--- src/common/load_macros.svh ---
`ifndef LOAD_MACROS_SVH
`define LOAD_MACROS_SVH

// data word width of the core
`define XLEN 64

// width of the id that tags each load through the pipeline
`define TRANS_ID_BITS 3

// virtual and physical address widths
`define VADDR_WIDTH 32
`define PADDR_WIDTH 34

// cache index width, which is also the page offset width
`define INDEX_WIDTH 12
`define TAG_WIDTH 22

// entries in the request buffer and credits the producer starts with
`define REQ_DEPTH 4

`endif

--- src/common/load_pkg.sv ---
`default_nettype none

`include "load_macros.svh"

package load_pkg;

    // ---------------------------------------------------------------------------
    // plain vector types
    // ---------------------------------------------------------------------------
    typedef logic [`XLEN-1:0]          xlen_t;
    typedef logic [`TRANS_ID_BITS-1:0] trans_id_t;
    typedef logic [`VADDR_WIDTH-1:0]   vaddr_t;
    typedef logic [`PADDR_WIDTH-1:0]   paddr_t;
    typedef logic [`INDEX_WIDTH-1:0]   index_t;
    typedef logic [`TAG_WIDTH-1:0]     tag_t;
    // byte position of the access inside a 64-bit word
    typedef logic [2:0]                byte_off_t;

    // the seven integer loads, the U variants zero-extend
    typedef enum logic [2:0] {
        LD, LW, LWU, LH, LHU, LB, LBU
    } load_op_e;

    // states of the load request controller
    typedef enum logic [2:0] {
        IDLE, WAIT_PAGE_OFFSET, WAIT_GNT, SEND_TAG, ABORT, WAIT_TRANSLATION
    } ld_state_e;

    // ---------------------------------------------------------------------------
    // port structs
    // ---------------------------------------------------------------------------
    typedef struct packed {
        trans_id_t trans_id;
        vaddr_t    vaddr;
        load_op_e  op;
    } load_req_t;

    // read-only cache request, the tag phase follows the granted index phase
    typedef struct packed {
        logic       data_req;
        index_t     address_index;
        tag_t       address_tag;
        logic       tag_valid;
        logic       kill_req;
        logic [1:0] data_size;
    } dcache_req_t;

    typedef struct packed {
        logic  data_gnt;
        logic  data_rvalid;
        xlen_t data_rdata;
    } dcache_rsp_t;

    typedef struct packed {
        logic      valid;
        trans_id_t trans_id;
        xlen_t     result;
    } load_rsp_t;

endpackage

`default_nettype wire

--- src/load_ctrl/load_ctrl_fsm.sv ---
`timescale 1ns/1ps
`default_nettype none

`include "load_macros.svh"

module load_ctrl_fsm
    import load_pkg::*;
(
    input  logic        clk_i,
    input  logic        rst_ni,
    // head of the request buffer
    input  logic        head_valid_i,
    input  load_req_t   head_i,
    output logic        pop_o,
    // address translation
    output logic        translation_req_o,
    output vaddr_t      vaddr_o,
    input  logic        dtlb_hit_i,
    input  paddr_t      paddr_i,
    // store alias check on the page offset
    output index_t      page_offset_o,
    input  logic        page_offset_matches_i,
    // data cache
    output dcache_req_t dcache_req_o,
    input  logic        dcache_gnt_i
);

    ld_state_e  state_d;
    ld_state_e  state_q;
    tag_t       tag_q;
    logic       issue;
    logic       req_phase;
    logic       data_req;
    logic       tag_valid;
    logic       kill_req;
    logic [1:0] data_size;

    // the head address always goes to the TLB and to the alias check
    assign vaddr_o       = head_i.vaddr;
    assign page_offset_o = head_i.vaddr[`INDEX_WIDTH-1:0];

    // a new head may start from idle, or right behind the tag of the previous load
    assign issue     = head_valid_i && (state_q inside {IDLE, SEND_TAG});
    // cycles that present the index to the cache and wait for its grant
    assign req_phase = (state_q == WAIT_GNT) || (issue && !page_offset_matches_i);

    // access size in log2 bytes, as the cache expects it
    always_comb begin
        case (head_i.op)
            LW, LWU: data_size = 2'd2;
            LH, LHU: data_size = 2'd1;
            LB, LBU: data_size = 2'd0;
            default: data_size = 2'd3;
        endcase
    end

    // ---------------------------------------------------------------------------
    // request control
    // ---------------------------------------------------------------------------
    always_comb begin
        state_d           = state_q;
        translation_req_o = 1'b0;
        data_req          = 1'b0;
        tag_valid         = 1'b0;
        kill_req          = 1'b0;
        pop_o             = 1'b0;

        case (state_q)
            // a store still aliases the offset, so the index is held back
            WAIT_PAGE_OFFSET: begin
                if (!page_offset_matches_i) begin
                    state_d = WAIT_GNT;
                end
            end
            // the translation from the grant cycle was good, so the latched tag goes out
            SEND_TAG: begin
                tag_valid = 1'b1;
                state_d   = IDLE;
            end
            // the TLB missed at grant, so the index phase is killed in the tag slot
            ABORT: begin
                tag_valid = 1'b1;
                kill_req  = 1'b1;
                state_d   = WAIT_TRANSLATION;
            end
            // keep asking until the page walk has refilled the TLB
            WAIT_TRANSLATION: begin
                translation_req_o = 1'b1;
                if (dtlb_hit_i) begin
                    state_d = WAIT_GNT;
                end
            end
            default: begin
                state_d = state_q;
            end
        endcase

        // translation starts together with the alias check to keep the path short
        if (issue) begin
            translation_req_o = 1'b1;
            if (page_offset_matches_i) begin
                state_d = WAIT_PAGE_OFFSET;
            end
        end

        // the index stays up until the grant, then the TLB answer picks the next step
        if (req_phase) begin
            translation_req_o = 1'b1;
            data_req          = 1'b1;
            if (!dcache_gnt_i) begin
                state_d = WAIT_GNT;
            end else if (dtlb_hit_i) begin
                state_d = SEND_TAG;
                pop_o   = 1'b1;
            end else begin
                state_d = ABORT;
            end
        end
    end

    // the tag is sent one cycle after the grant, so it comes from a register
    always_ff @(posedge clk_i) begin
        if (pop_o) begin
            tag_q <= paddr_i[`TAG_WIDTH+`INDEX_WIDTH-1:`INDEX_WIDTH];
        end
    end

    always_ff @(posedge clk_i or negedge rst_ni) begin
        if (!rst_ni) begin
            state_q <= IDLE;
        end else begin
            state_q <= state_d;
        end
    end

    assign dcache_req_o = '{
        data_req:      data_req,
        address_index: head_i.vaddr[`INDEX_WIDTH-1:0],
        address_tag:   tag_q,
        tag_valid:     tag_valid,
        kill_req:      kill_req,
        data_size:     data_size
    };

    // a tag phase, killed or not, only ever closes an index phase the cache granted
    a_tag_after_gnt: assert property (@(posedge clk_i) disable iff (!rst_ni)
        tag_valid |-> $past(data_req && dcache_gnt_i))
        else $error("tag_valid without a granted index phase");

endmodule

`default_nettype wire

--- src/rtl/load_req_buffer.sv ---
`timescale 1ns/1ps
`default_nettype none

`include "load_macros.svh"

module load_req_buffer
    import load_pkg::*;
#(
    parameter int unsigned depth = `REQ_DEPTH
) (
    input  logic      clk_i,
    input  logic      rst_ni,
    input  logic      req_valid_i,
    input  load_req_t req_i,
    input  logic      pop_i,
    output logic      head_valid_o,
    output load_req_t head_o,
    output logic      credit_o
);

    localparam int unsigned ptr_w = (depth > 1) ? $clog2(depth) : 1;
    localparam int unsigned cnt_w = $clog2(depth + 1);

    typedef logic [ptr_w-1:0] ptr_t;

    load_req_t        mem_q [depth];
    ptr_t             rd_ptr_q;
    ptr_t             wr_ptr_q;
    logic [cnt_w-1:0] count_q;
    logic             empty;
    logic             full;
    logic             push;
    logic             pop;

    // pointers wrap explicitly so the depth need not be a power of two
    function automatic ptr_t next_ptr(ptr_t ptr);
        return (ptr == ptr_t'(depth - 1)) ? '0 : ptr + 1'b1;
    endfunction

    assign empty = (count_q == '0);
    assign full  = (count_q == cnt_w'(depth));
    // the producer only pushes while it holds a credit, so full never sees a push
    assign push  = req_valid_i && !full;
    assign pop   = pop_i && !empty;

    // the head is read straight from the array and is visible the cycle after its push
    assign head_valid_o = !empty;
    assign head_o       = mem_q[rd_ptr_q];
    // every accepted head frees one slot, which goes back to the producer at once
    assign credit_o     = pop;

    always_ff @(posedge clk_i) begin
        if (push) begin
            mem_q[wr_ptr_q] <= req_i;
        end
    end

    always_ff @(posedge clk_i or negedge rst_ni) begin
        if (!rst_ni) begin
            rd_ptr_q <= '0;
            wr_ptr_q <= '0;
            count_q  <= '0;
        end else begin
            if (push) begin
                wr_ptr_q <= next_ptr(wr_ptr_q);
            end
            if (pop) begin
                rd_ptr_q <= next_ptr(rd_ptr_q);
            end
            case ({push, pop})
                2'b10:   count_q <= count_q + 1'b1;
                2'b01:   count_q <= count_q - 1'b1;
                default: count_q <= count_q;
            endcase
        end
    end

    // a push into a full buffer means the producer spent a credit it did not hold
    a_no_push_full: assert property (@(posedge clk_i) disable iff (!rst_ni)
        req_valid_i |-> !full)
        else $error("load request pushed without a credit");

    // the controller may only accept a head that is actually there
    a_no_pop_empty: assert property (@(posedge clk_i) disable iff (!rst_ni)
        pop_i |-> !empty)
        else $error("load request popped from an empty buffer");

endmodule

`default_nettype wire

--- src/rtl/load_result_align.sv ---
`timescale 1ns/1ps
`default_nettype none

`include "load_macros.svh"

module load_result_align
    import load_pkg::*;
(
    input  logic      clk_i,
    input  logic      rst_ni,
    input  logic      pop_i,
    input  load_req_t head_i,
    input  logic      rvalid_i,
    input  xlen_t     rdata_i,
    output load_rsp_t rsp_o
);

    // what the data phase needs to know about a load, taken when it leaves the buffer
    typedef struct packed {
        trans_id_t trans_id;
        byte_off_t offset;
        load_op_e  op;
        byte_off_t sign_idx;
        logic      is_signed;
    } ld_meta_t;

    ld_meta_t          meta_d;
    ld_meta_t          meta_q [2];
    ld_meta_t          cur;
    logic              wr_sel_q;
    logic              rd_sel_q;
    logic [1:0]        pending_q;
    logic [`XLEN/8-1:0] sign_bits;
    logic              sign_bit;
    xlen_t             shifted;
    xlen_t             result;

    // the byte holding the sign is worked out at pop, off the data path
    always_comb begin
        meta_d.trans_id  = head_i.trans_id;
        meta_d.offset    = head_i.vaddr[2:0];
        meta_d.op        = head_i.op;
        meta_d.is_signed = head_i.op inside {LW, LH, LB};
        case (head_i.op)
            LW, LWU: meta_d.sign_idx = head_i.vaddr[2:0] + 3'd3;
            LH, LHU: meta_d.sign_idx = head_i.vaddr[2:0] + 3'd1;
            default: meta_d.sign_idx = head_i.vaddr[2:0];
        endcase
    end

    // a load popped behind a sent tag must not overwrite the one still waiting for data,
    // so the capture alternates between two slots
    always_ff @(posedge clk_i) begin
        if (pop_i) begin
            meta_q[wr_sel_q] <= meta_d;
        end
    end

    always_ff @(posedge clk_i or negedge rst_ni) begin
        if (!rst_ni) begin
            wr_sel_q  <= 1'b0;
            rd_sel_q  <= 1'b0;
            pending_q <= '0;
        end else begin
            if (pop_i) begin
                wr_sel_q <= ~wr_sel_q;
            end
            if (rvalid_i) begin
                rd_sel_q <= ~rd_sel_q;
            end
            case ({pop_i, rvalid_i})
                2'b10:   pending_q <= pending_q + 1'b1;
                2'b01:   pending_q <= pending_q - 1'b1;
                default: pending_q <= pending_q;
            endcase
        end
    end

    // data returns in issue order, so the oldest slot belongs to this rvalid
    assign cur = meta_q[rd_sel_q];

    // ---------------------------------------------------------------------------
    // realign and extend
    // ---------------------------------------------------------------------------
    assign shifted = rdata_i >> {cur.offset, 3'b000};

    // top bit of every byte, so the sign select runs beside the shifter
    for (genvar i = 0; i < `XLEN / 8; i++) begin : gen_sign_bits
        assign sign_bits[i] = rdata_i[8*i+7];
    end

    // unsigned loads pull the sign to zero
    assign sign_bit = cur.is_signed & sign_bits[cur.sign_idx];

    always_comb begin
        case (cur.op)
            LW, LWU: result = {{(`XLEN-32){sign_bit}}, shifted[31:0]};
            LH, LHU: result = {{(`XLEN-16){sign_bit}}, shifted[15:0]};
            LB, LBU: result = {{(`XLEN-8){sign_bit}}, shifted[7:0]};
            default: result = shifted;
        endcase
    end

    assign rsp_o = '{valid: rvalid_i, trans_id: cur.trans_id, result: result};

    // the cache only returns data for loads the controller has accepted and not killed
    a_rvalid_pending: assert property (@(posedge clk_i) disable iff (!rst_ni)
        rvalid_i |-> (pending_q != '0))
        else $error("rvalid without an outstanding load");

    // natural alignment of the access that the data belongs to
    a_half_align: assert property (@(posedge clk_i) disable iff (!rst_ni)
        rvalid_i && (cur.op inside {LH, LHU}) |-> (cur.offset[0] == 1'b0))
        else $error("misaligned halfword load");
    a_word_align: assert property (@(posedge clk_i) disable iff (!rst_ni)
        rvalid_i && (cur.op inside {LW, LWU}) |-> (cur.offset[1:0] == 2'b00))
        else $error("misaligned word load");
    a_dword_align: assert property (@(posedge clk_i) disable iff (!rst_ni)
        rvalid_i && (cur.op == LD) |-> (cur.offset == 3'd0))
        else $error("misaligned doubleword load");

endmodule

`default_nettype wire

--- src/rtl/load_unit_top.sv ---
`timescale 1ns/1ps
`default_nettype none

module load_unit_top
    import load_pkg::*;
(
    input  logic        clk_i,
    input  logic        rst_ni,
    // credit-controlled request port
    input  logic        req_valid_i,
    input  load_req_t   req_i,
    output logic        credit_o,
    // address translation
    output logic        translation_req_o,
    output vaddr_t      vaddr_o,
    input  logic        dtlb_hit_i,
    input  paddr_t      paddr_i,
    // store alias check
    output index_t      page_offset_o,
    input  logic        page_offset_matches_i,
    // data cache
    output dcache_req_t dcache_req_o,
    input  dcache_rsp_t dcache_rsp_i,
    // results, never back-pressured
    output load_rsp_t   rsp_o
);

    logic      head_valid;
    load_req_t head;
    logic      pop;

    // requests wait here until the controller can issue them
    load_req_buffer u_load_req_buffer (
        .clk_i        (clk_i),
        .rst_ni       (rst_ni),
        .req_valid_i  (req_valid_i),
        .req_i        (req_i),
        .pop_i        (pop),
        .head_valid_o (head_valid),
        .head_o       (head),
        .credit_o     (credit_o)
    );

    load_ctrl_fsm u_load_ctrl_fsm (
        .clk_i                 (clk_i),
        .rst_ni                (rst_ni),
        .head_valid_i          (head_valid),
        .head_i                (head),
        .pop_o                 (pop),
        .translation_req_o     (translation_req_o),
        .vaddr_o               (vaddr_o),
        .dtlb_hit_i            (dtlb_hit_i),
        .paddr_i               (paddr_i),
        .page_offset_o         (page_offset_o),
        .page_offset_matches_i (page_offset_matches_i),
        .dcache_req_o          (dcache_req_o),
        .dcache_gnt_i          (dcache_rsp_i.data_gnt)
    );

    // the popped head is captured here and paired with its returning word
    load_result_align u_load_result_align (
        .clk_i    (clk_i),
        .rst_ni   (rst_ni),
        .pop_i    (pop),
        .head_i   (head),
        .rvalid_i (dcache_rsp_i.data_rvalid),
        .rdata_i  (dcache_rsp_i.data_rdata),
        .rsp_o    (rsp_o)
    );

endmodule

`default_nettype wire

--- config.mk ---
export PLATFORM = sky130hd
export DESIGN_NAME = load_unit_top
export DESIGN_NICKNAME = d
export VERILOG_FILES = /design/src/common/load_pkg.sv /design/src/load_ctrl/load_ctrl_fsm.sv /design/src/rtl/load_req_buffer.sv /design/src/rtl/load_result_align.sv /design/src/rtl/load_unit_top.sv
export VERILOG_INCLUDE_DIRS = /design/src /design/src/common
export SDC_FILE = /design/constraint.sdc
export NUM_CORES = 1
export LEC_CHECK = 0
export BUFFER_PORTS_ARGS = -buffer_cell sky130_fd_sc_hd__buf_2
export CAP_MARGIN = 15
export CORE_UTILIZATION = 30
export CTS_CLUSTER_DIAMETER = 30
export DETAILED_ROUTE_END_ITERATION = 7
export PLACE_DENSITY_LB_ADDON = 0.12
export SLEW_MARGIN = 15
export SYNTH_ARGS = -nofsm -noshare
export SYNTH_HDL_FRONTEND = slang
export SYNTH_HIERARCHICAL = 1
export SYNTH_SLANG_ARGS = --single-unit
--- constraint.sdc ---
create_clock -name clk_i -period 4.6 [get_ports clk_i]
set_clock_uncertainty 0.2 [all_clocks]
set_input_delay 0.69 -clock clk_i [delete_from_list [all_inputs] [get_ports clk_i]]
set_output_delay 0.69 -clock clk_i [all_outputs]
set_load 0.01 [all_outputs]
# Yosys cells after proc, flatten, opt, wreduce, memory -nomap -nowiden

Memories as Yosys holds them, arrays and structs flattened.
Index checks and enable logic that the tools add are counted.

Flip-flop bits (word level): 34
Bits in writable memories: 178
Input bits: 143
Output and inout bits: 153
Word-level logic and storage cells: 91
Memories kept: 2

Memory list:

| name                       | words | bits a word | read ports | clocked after Yosys merged registers in | wr ports | line                    | text |
|---|---|---|---|---|---|---|---|
| u_load_req_buffer.mem_q    | 4     | 38          | 1          | 0                                       | 1        | load_req_buffer.sv:26   | `load_req_t mem_q [depth];` |
| u_load_result_align.meta_q | 2     | 13          | 1          | 0                                       | 1        | load_result_align.sv:28 | `ld_meta_t meta_q [2];` |

Add/subtract/negate cells: 6
$lt $le $gt $ge: 1
Equality and inequality tests: 22
Shift operators: 1
Mux-type cells: 29
Bitwise operators: 3
Reductions and logical operators: 20

Operators with widths:

| cell                                                                 | number |
|---|---|
| 64-bit case mux with 3 select lines                                  | 1 |
| 64-bit by 6-bit right shift with 64-bit output                       | 1 |
| 3-bit == test, second input constant                                 | 9 |
| 3-bit two-way mux                                                    | 7 |
| 3-bit by 2-bit == test with 1-bit output, second input constant      | 6 |
| 1-bit two-way mux                                                    | 14 |
| 2-bit OR reduction                                                   | 7 |
| 3-bit case mux with 2 select lines                                   | 2 |
| 3-bit case mux with 4 select lines                                   | 1 |
| 3-bit by 1-bit == test with 1-bit output, second input constant      | 3 |
| 3-bit by 1-bit adder with 3-bit output, second input constant        | 2 |
| 2-bit == test, second input constant                                 | 3 |
| 3-bit logical NOT                                                    | 2 |
| 2-bit case mux with 3 select lines                                   | 1 |
| 2-bit by 1-bit adder with 2-bit output, second input constant        | 2 |
| 1-bit logical AND                                                    | 4 |
| 3-bit by 4-bit < comparator with 1-bit output, second input constant | 1 |
| 2-bit two-way mux                                                    | 2 |
| 2-bit nonzero test                                                   | 2 |
| 3-bit by 2-bit adder with 3-bit output, second input constant        | 1 |
| 1-bit binary-select mux with 3-bit select                            | 1 |
| 1-bit logical NOT                                                    | 3 |
| 3-bit nonzero test                                                   | 1 |
| 3-bit by 1-bit subtractor with 3-bit output, second input constant   | 1 |
| other kinds (4)                                                      | 5 |

# Depth between registers and ports, before layout

Depth in word-level cells: 9
Mapped depth: 13

# Cells and area by module

Netlist, hierarchy kept.

Modules (own cells, without submodules):

| module            | instances | cells each | area each (µm²) | sequential area each (µm²) |
|---|---|---|---|---|
| load_req_buffer   | 1         | 240        | 5983.2          | 4739.5 |
| load_result_align | 1         | 447        | 3623.5          | 830.8 |
| load_ctrl_fsm     | 1         | 115        | 1396.3          | 735.7 |

# Least setup slack after synthesis

Ideal clock, no wire load.

Kind: in2reg
Start: input port page_offset_matches_i
End: register u_load_req_buffer.count_q[2]
Arrival: 3075 ps
Required time: 4321 ps
Setup slack: 1246 ps
Cell stages on the path: 11
Cells stage by stage: nand3b_2 -> a21oi_4 -> and3_1 -> nand2_2 -> inv_1 -> ha_1 -> inv_1 -> fa_1 -> xor2_1 -> nor2_1 -> xor2_1

Longest elaborated chain between the ends: 7
Elaborated cells between the ends (all ways): 9
Those cells by class: eq/ne (2); mux (2); reduce/logical (5)

Ends and longest elaborated chain:

| item                                                                      | line                  | text |
|---|---|---|
| start: declaration                                                        | load_unit_top.sv:20   | `input logic page_offset_matches_i,` |
| 1-bit logical NOT *                                                       | load_ctrl_fsm.sv:45   | `assign req_phase = (state_q == WAIT_GNT) \|\| (issue && !page_offset_matches_i);` |
| 1-bit logical AND *                                                       | load_ctrl_fsm.sv:45   |  |
| 1-bit logical OR *                                                        | load_ctrl_fsm.sv:45   |  |
| 1-bit two-way mux *                                                       | load_ctrl_fsm.sv:107  | `if (req_phase) begin` |
| net pop                                                                   | load_unit_top.sv:30   | `logic pop;` |
| 1-bit logical AND *                                                       | load_req_buffer.sv:44 | `assign pop = pop_i && !empty;` |
| net credit_o                                                              | load_unit_top.sv:12   | `output logic credit_o,` |
| 2-bit by 1-bit == test with 1-bit output or 2-bit == test (tied branches) | load_req_buffer.sv:70 | `case ({push, pop})` |
| 3-bit case mux with 2 select lines or 2-bit nonzero test (tied branches)  | -                     |  |
| end signal: assignment                                                    | load_req_buffer.sv:71 | `2'b10: count_q <= count_q + 1'b1;` |
| end signal: assignment                                                    | load_req_buffer.sv:72 | `2'b01: count_q <= count_q - 1'b1;` |
| end signal: assignment                                                    | load_req_buffer.sv:73 | `default: count_q <= count_q;` |
| end: declaration                                                          | load_req_buffer.sv:29 | `logic [cnt_w-1:0] count_q;` |

Mark *: on every way through the listed nets, which the timed path passes. The rest lies on a longest branch.
A chain may end at the register's enable or synchronous reset.

==> results.txt <==
IO Count - 296
ys async rst share - 0.0566
clock root cell - clkbuf_16
HP Class - in2reg
Adder-Cell Fraction of Synth Area - 0.0105
Gate Count Post-Synth - 802
peak supply drop - 366 uV
setup_tns - 0 ps
Clock transition at path regs - 40 ps
Via Count - 7,465
Rel. slew slack - 0.364
fin crit period - 4300 ps
Clock power frac - 0.339
crit path to - rsp_o[29]
outcome - finished, violations left
Synth area leader - edfxtp_1
crit end category - primary output
initial core utilization - 0.307
Max Fclk - 233 MHz
endpoints failing hold - 0
first-pass GRT wire length - 44,300 microns
half-perimeter wire length after placement - 20,700 microns
share of power burned in combinational logic - 0.384
die area - 37,400 sq um
worst endpoint required time - 3710 ps
synth-to-layout area growth - 28.7%
top fanout value on the critical path - 31
Critical Path Source - u_load_result_align/rd_sel_q
Final Max Slew Viols - 0
setup slack, reg-to-reg - 1820 ps
number of flops mapped to enable cells by yosys - 200
largest net degree at the start of global routing - 39
share of cells above drive strength 1 - 0.427
Seq pwr share - 0.277
area fraction of the dominant cell type after synthesis - 0.546
compound-gate portion of the synthesized area - 0.0802
Post-Synth Simple-Gate Area - 0.0822
Yosys reg bits - 212
Sw Ratio - 0.355
final wirelength - 29,200 microns
Worst EP arrival - 3410 ps
Net Switching - 3.67 mW
Synth warnings - 6
Tcrit/Tclk final - 0.934
pwr dens - 730 nW/um^2
die height - 194 microns
max cap viols - 0
die width - 194 microns
syn avg cell area - 13.7 sq um
multiplexer share of the synthesized area - 0.166
Cell Int Power - 6.66 mW
I/O Buffers - 283
clk sinks - 212
cell with the most instances after synthesis - edfxtp_1
Slew @ Worst Pin - 954 ps
total power - 10.3 mW
XOR/XNOR Fraction of Synth Area - 0.0111
Max clock buf depth - 3
largest family of logic cells by synthesized area - multiplexers
Core Region - 35,800 sq um
Critical Path Source Type - flip-flop
Reg-to-Reg Start - u_load_ctrl_fsm/state_q[1]
Synthesized Nets - 953
Final ANT Viol Nets - 0
failing checks - design-rule violations
r2r worst-path depth - 6
static leakage - 5.75 nW
Setup Crit Path Kind - reg2out
CTS resizes - 0
number of remaining DRC errors - 39
RSZ-0062 raised after global routing - false
sequential element share of the synthesized area - 0.573
final setup vio count - 0
initial antenna violation count - 5
nets@finish - 1,209
std cell rows - 69
DR pass1 iterations - 8
H-Tree Depth - 2
Synth Flop Type - edfxtp_1
largest cells by area after synthesis - edfxtp_1, mux4_2, mux2i_1, buf_4, nand2_1
Synth Cell Area - 11,000 sq um
CTS tree - done
R2R Path End - u_load_result_align/meta_q[1][7]
TritonCTS buffer count - 53
vias in the first global route - 7,595
most frequent cells after synthesis - edfxtp_1, nand2_1, mux2i_1
routability cong. - 0.898
via/cell ratio - 4.77
Skew-Pair Late Insertion Delay - 570 ps
DRT iter0 DRCs - 458
total grt overflow - 0
post-synth cell types - 65
routed length per instance - 18.7 microns
total track usage - 0.155
Finished Core Util - 0.395
-- registers in the layout, indices dropped and copies added (netlist names), 2 cells and up --
| signal | count |
|---|---|
| u_load_req_buffer/mem_q | 152 |
| u_load_req_buffer/wr_ptr_q | 2 |
| u_load_req_buffer/rd_ptr_q | 2 |
| u_load_req_buffer/count_q | 3 |
| u_load_ctrl_fsm/tag_q | 22 |
| u_load_result_align/meta_q | 26 |
| u_load_ctrl_fsm/state_q | 3 |
-- placed cells by master (no fill, tap or decap), types with 8 or more instances in the layout --
master	Yosys	final
clkbuf_1	6	15
buf_4	70	19
dfrtp_1	12	10
a221oi_1	8	8
a21oi_1	35	34
clkbuf_16	0	53
xor2_1	8	8
inv_1	13	13
edfxtp_1	200	200
nand2_1	105	105
mux2i_1	81	79
mux4_2	38	38
mux2_2	10	10
buf_2	14	283
nor2_1	29	29
nor3_1	9	9
o21ai_2	13	13
clkinv_2	0	9
o22ai_1	15	15
o21ai_0	22	22
nand3_1	19	19
-- power by group through the flow --
stage | Sequential [mW] | Clock [mW] | Combinational [mW]
after global placement | 2.90 | 0 | 4.02
after CTS | 2.88 | 3.59 | 4.04
after global routing | 2.92 | 3.69 | 4.33
after floorplan | 2.74 | 0 | 3.21
after detailed placement | 2.91 | 0 | 4.02
final | 2.86 | 3.51 | 3.96
-- routing by layer --
metal	global-route usage	routed length (microns)
met1	0.185	12200
met2	0.255	14100
met3	0.0492	2070
met4	0.0673	782
met5	0	17
-- critical path, stage by stage, from the launching register on --
cell,delay (ps)
dfrtp_1,960
mux2_2,850
mux2i_1,330
mux2i_1,110
a221oi_1,290
a21oi_1,110
buf_2,160
-- how the worst min path moves through the flow --
stage | slack [ps] | from | cells past startpoint | to
3_3_place_gp | 280 | u_load_result_align/wr_sel_q | 1 | u_load_result_align/wr_sel_q
2_1_floorplan | 190 | rst_ni | 0 | u_load_ctrl_fsm/state_q[0]
5_1_grt | 70 | paddr_i[13] | 1 | u_load_ctrl_fsm/tag_q[1]
6_report | 100 | paddr_i[28] | 1 | u_load_ctrl_fsm/tag_q[16]
4_1_cts | 60 | paddr_i[28] | 1 | u_load_ctrl_fsm/tag_q[16]
3_5_place_dp | 280 | u_load_result_align/wr_sel_q | 1 | u_load_result_align/wr_sel_q
-- per-stage QoR --
stage	worst slack (ps)	instance area [sq um]	instances	hold WS, ps
6_report	302	14200	1565	102
4_1_cts	250	14100	1561	60.7
3_3_place_gp	867	12400	1463	280
2_1_floorplan	1250	11000	802	194
5_1_grt	38.8	14200	1562	67.9
3_5_place_dp	888	12400	1463	276
-- final cells by class --
cell class	instances	area, sq um
fillers	3459	21700
flip-flops and latches	212	6310
multi-input cells	474	3880
repair buffers	304	1590
clock buffers	69	1400
well taps	461	577
clock inverters	28	349
inverters	13	48.8
diodes	4	10.0
-- timing repair --
item	in CTS	in global routing
hold buffers	1	0
setup buffers	0	0
hold endpoints to repair	12	0
endpoints found under the setup margin	0	0
-- cells by family (layout without fill, tap and decap cells) --
family	after synthesis	after routing
compound gates	126	126
xor+xnor	14	14
fa+ha+maj	8	8
buf+inv	116	414
flops	212	212
mux	131	131
other cells	0	4
simple gates	195	195
Note: power is estimated with default switching activity, not from simulation.
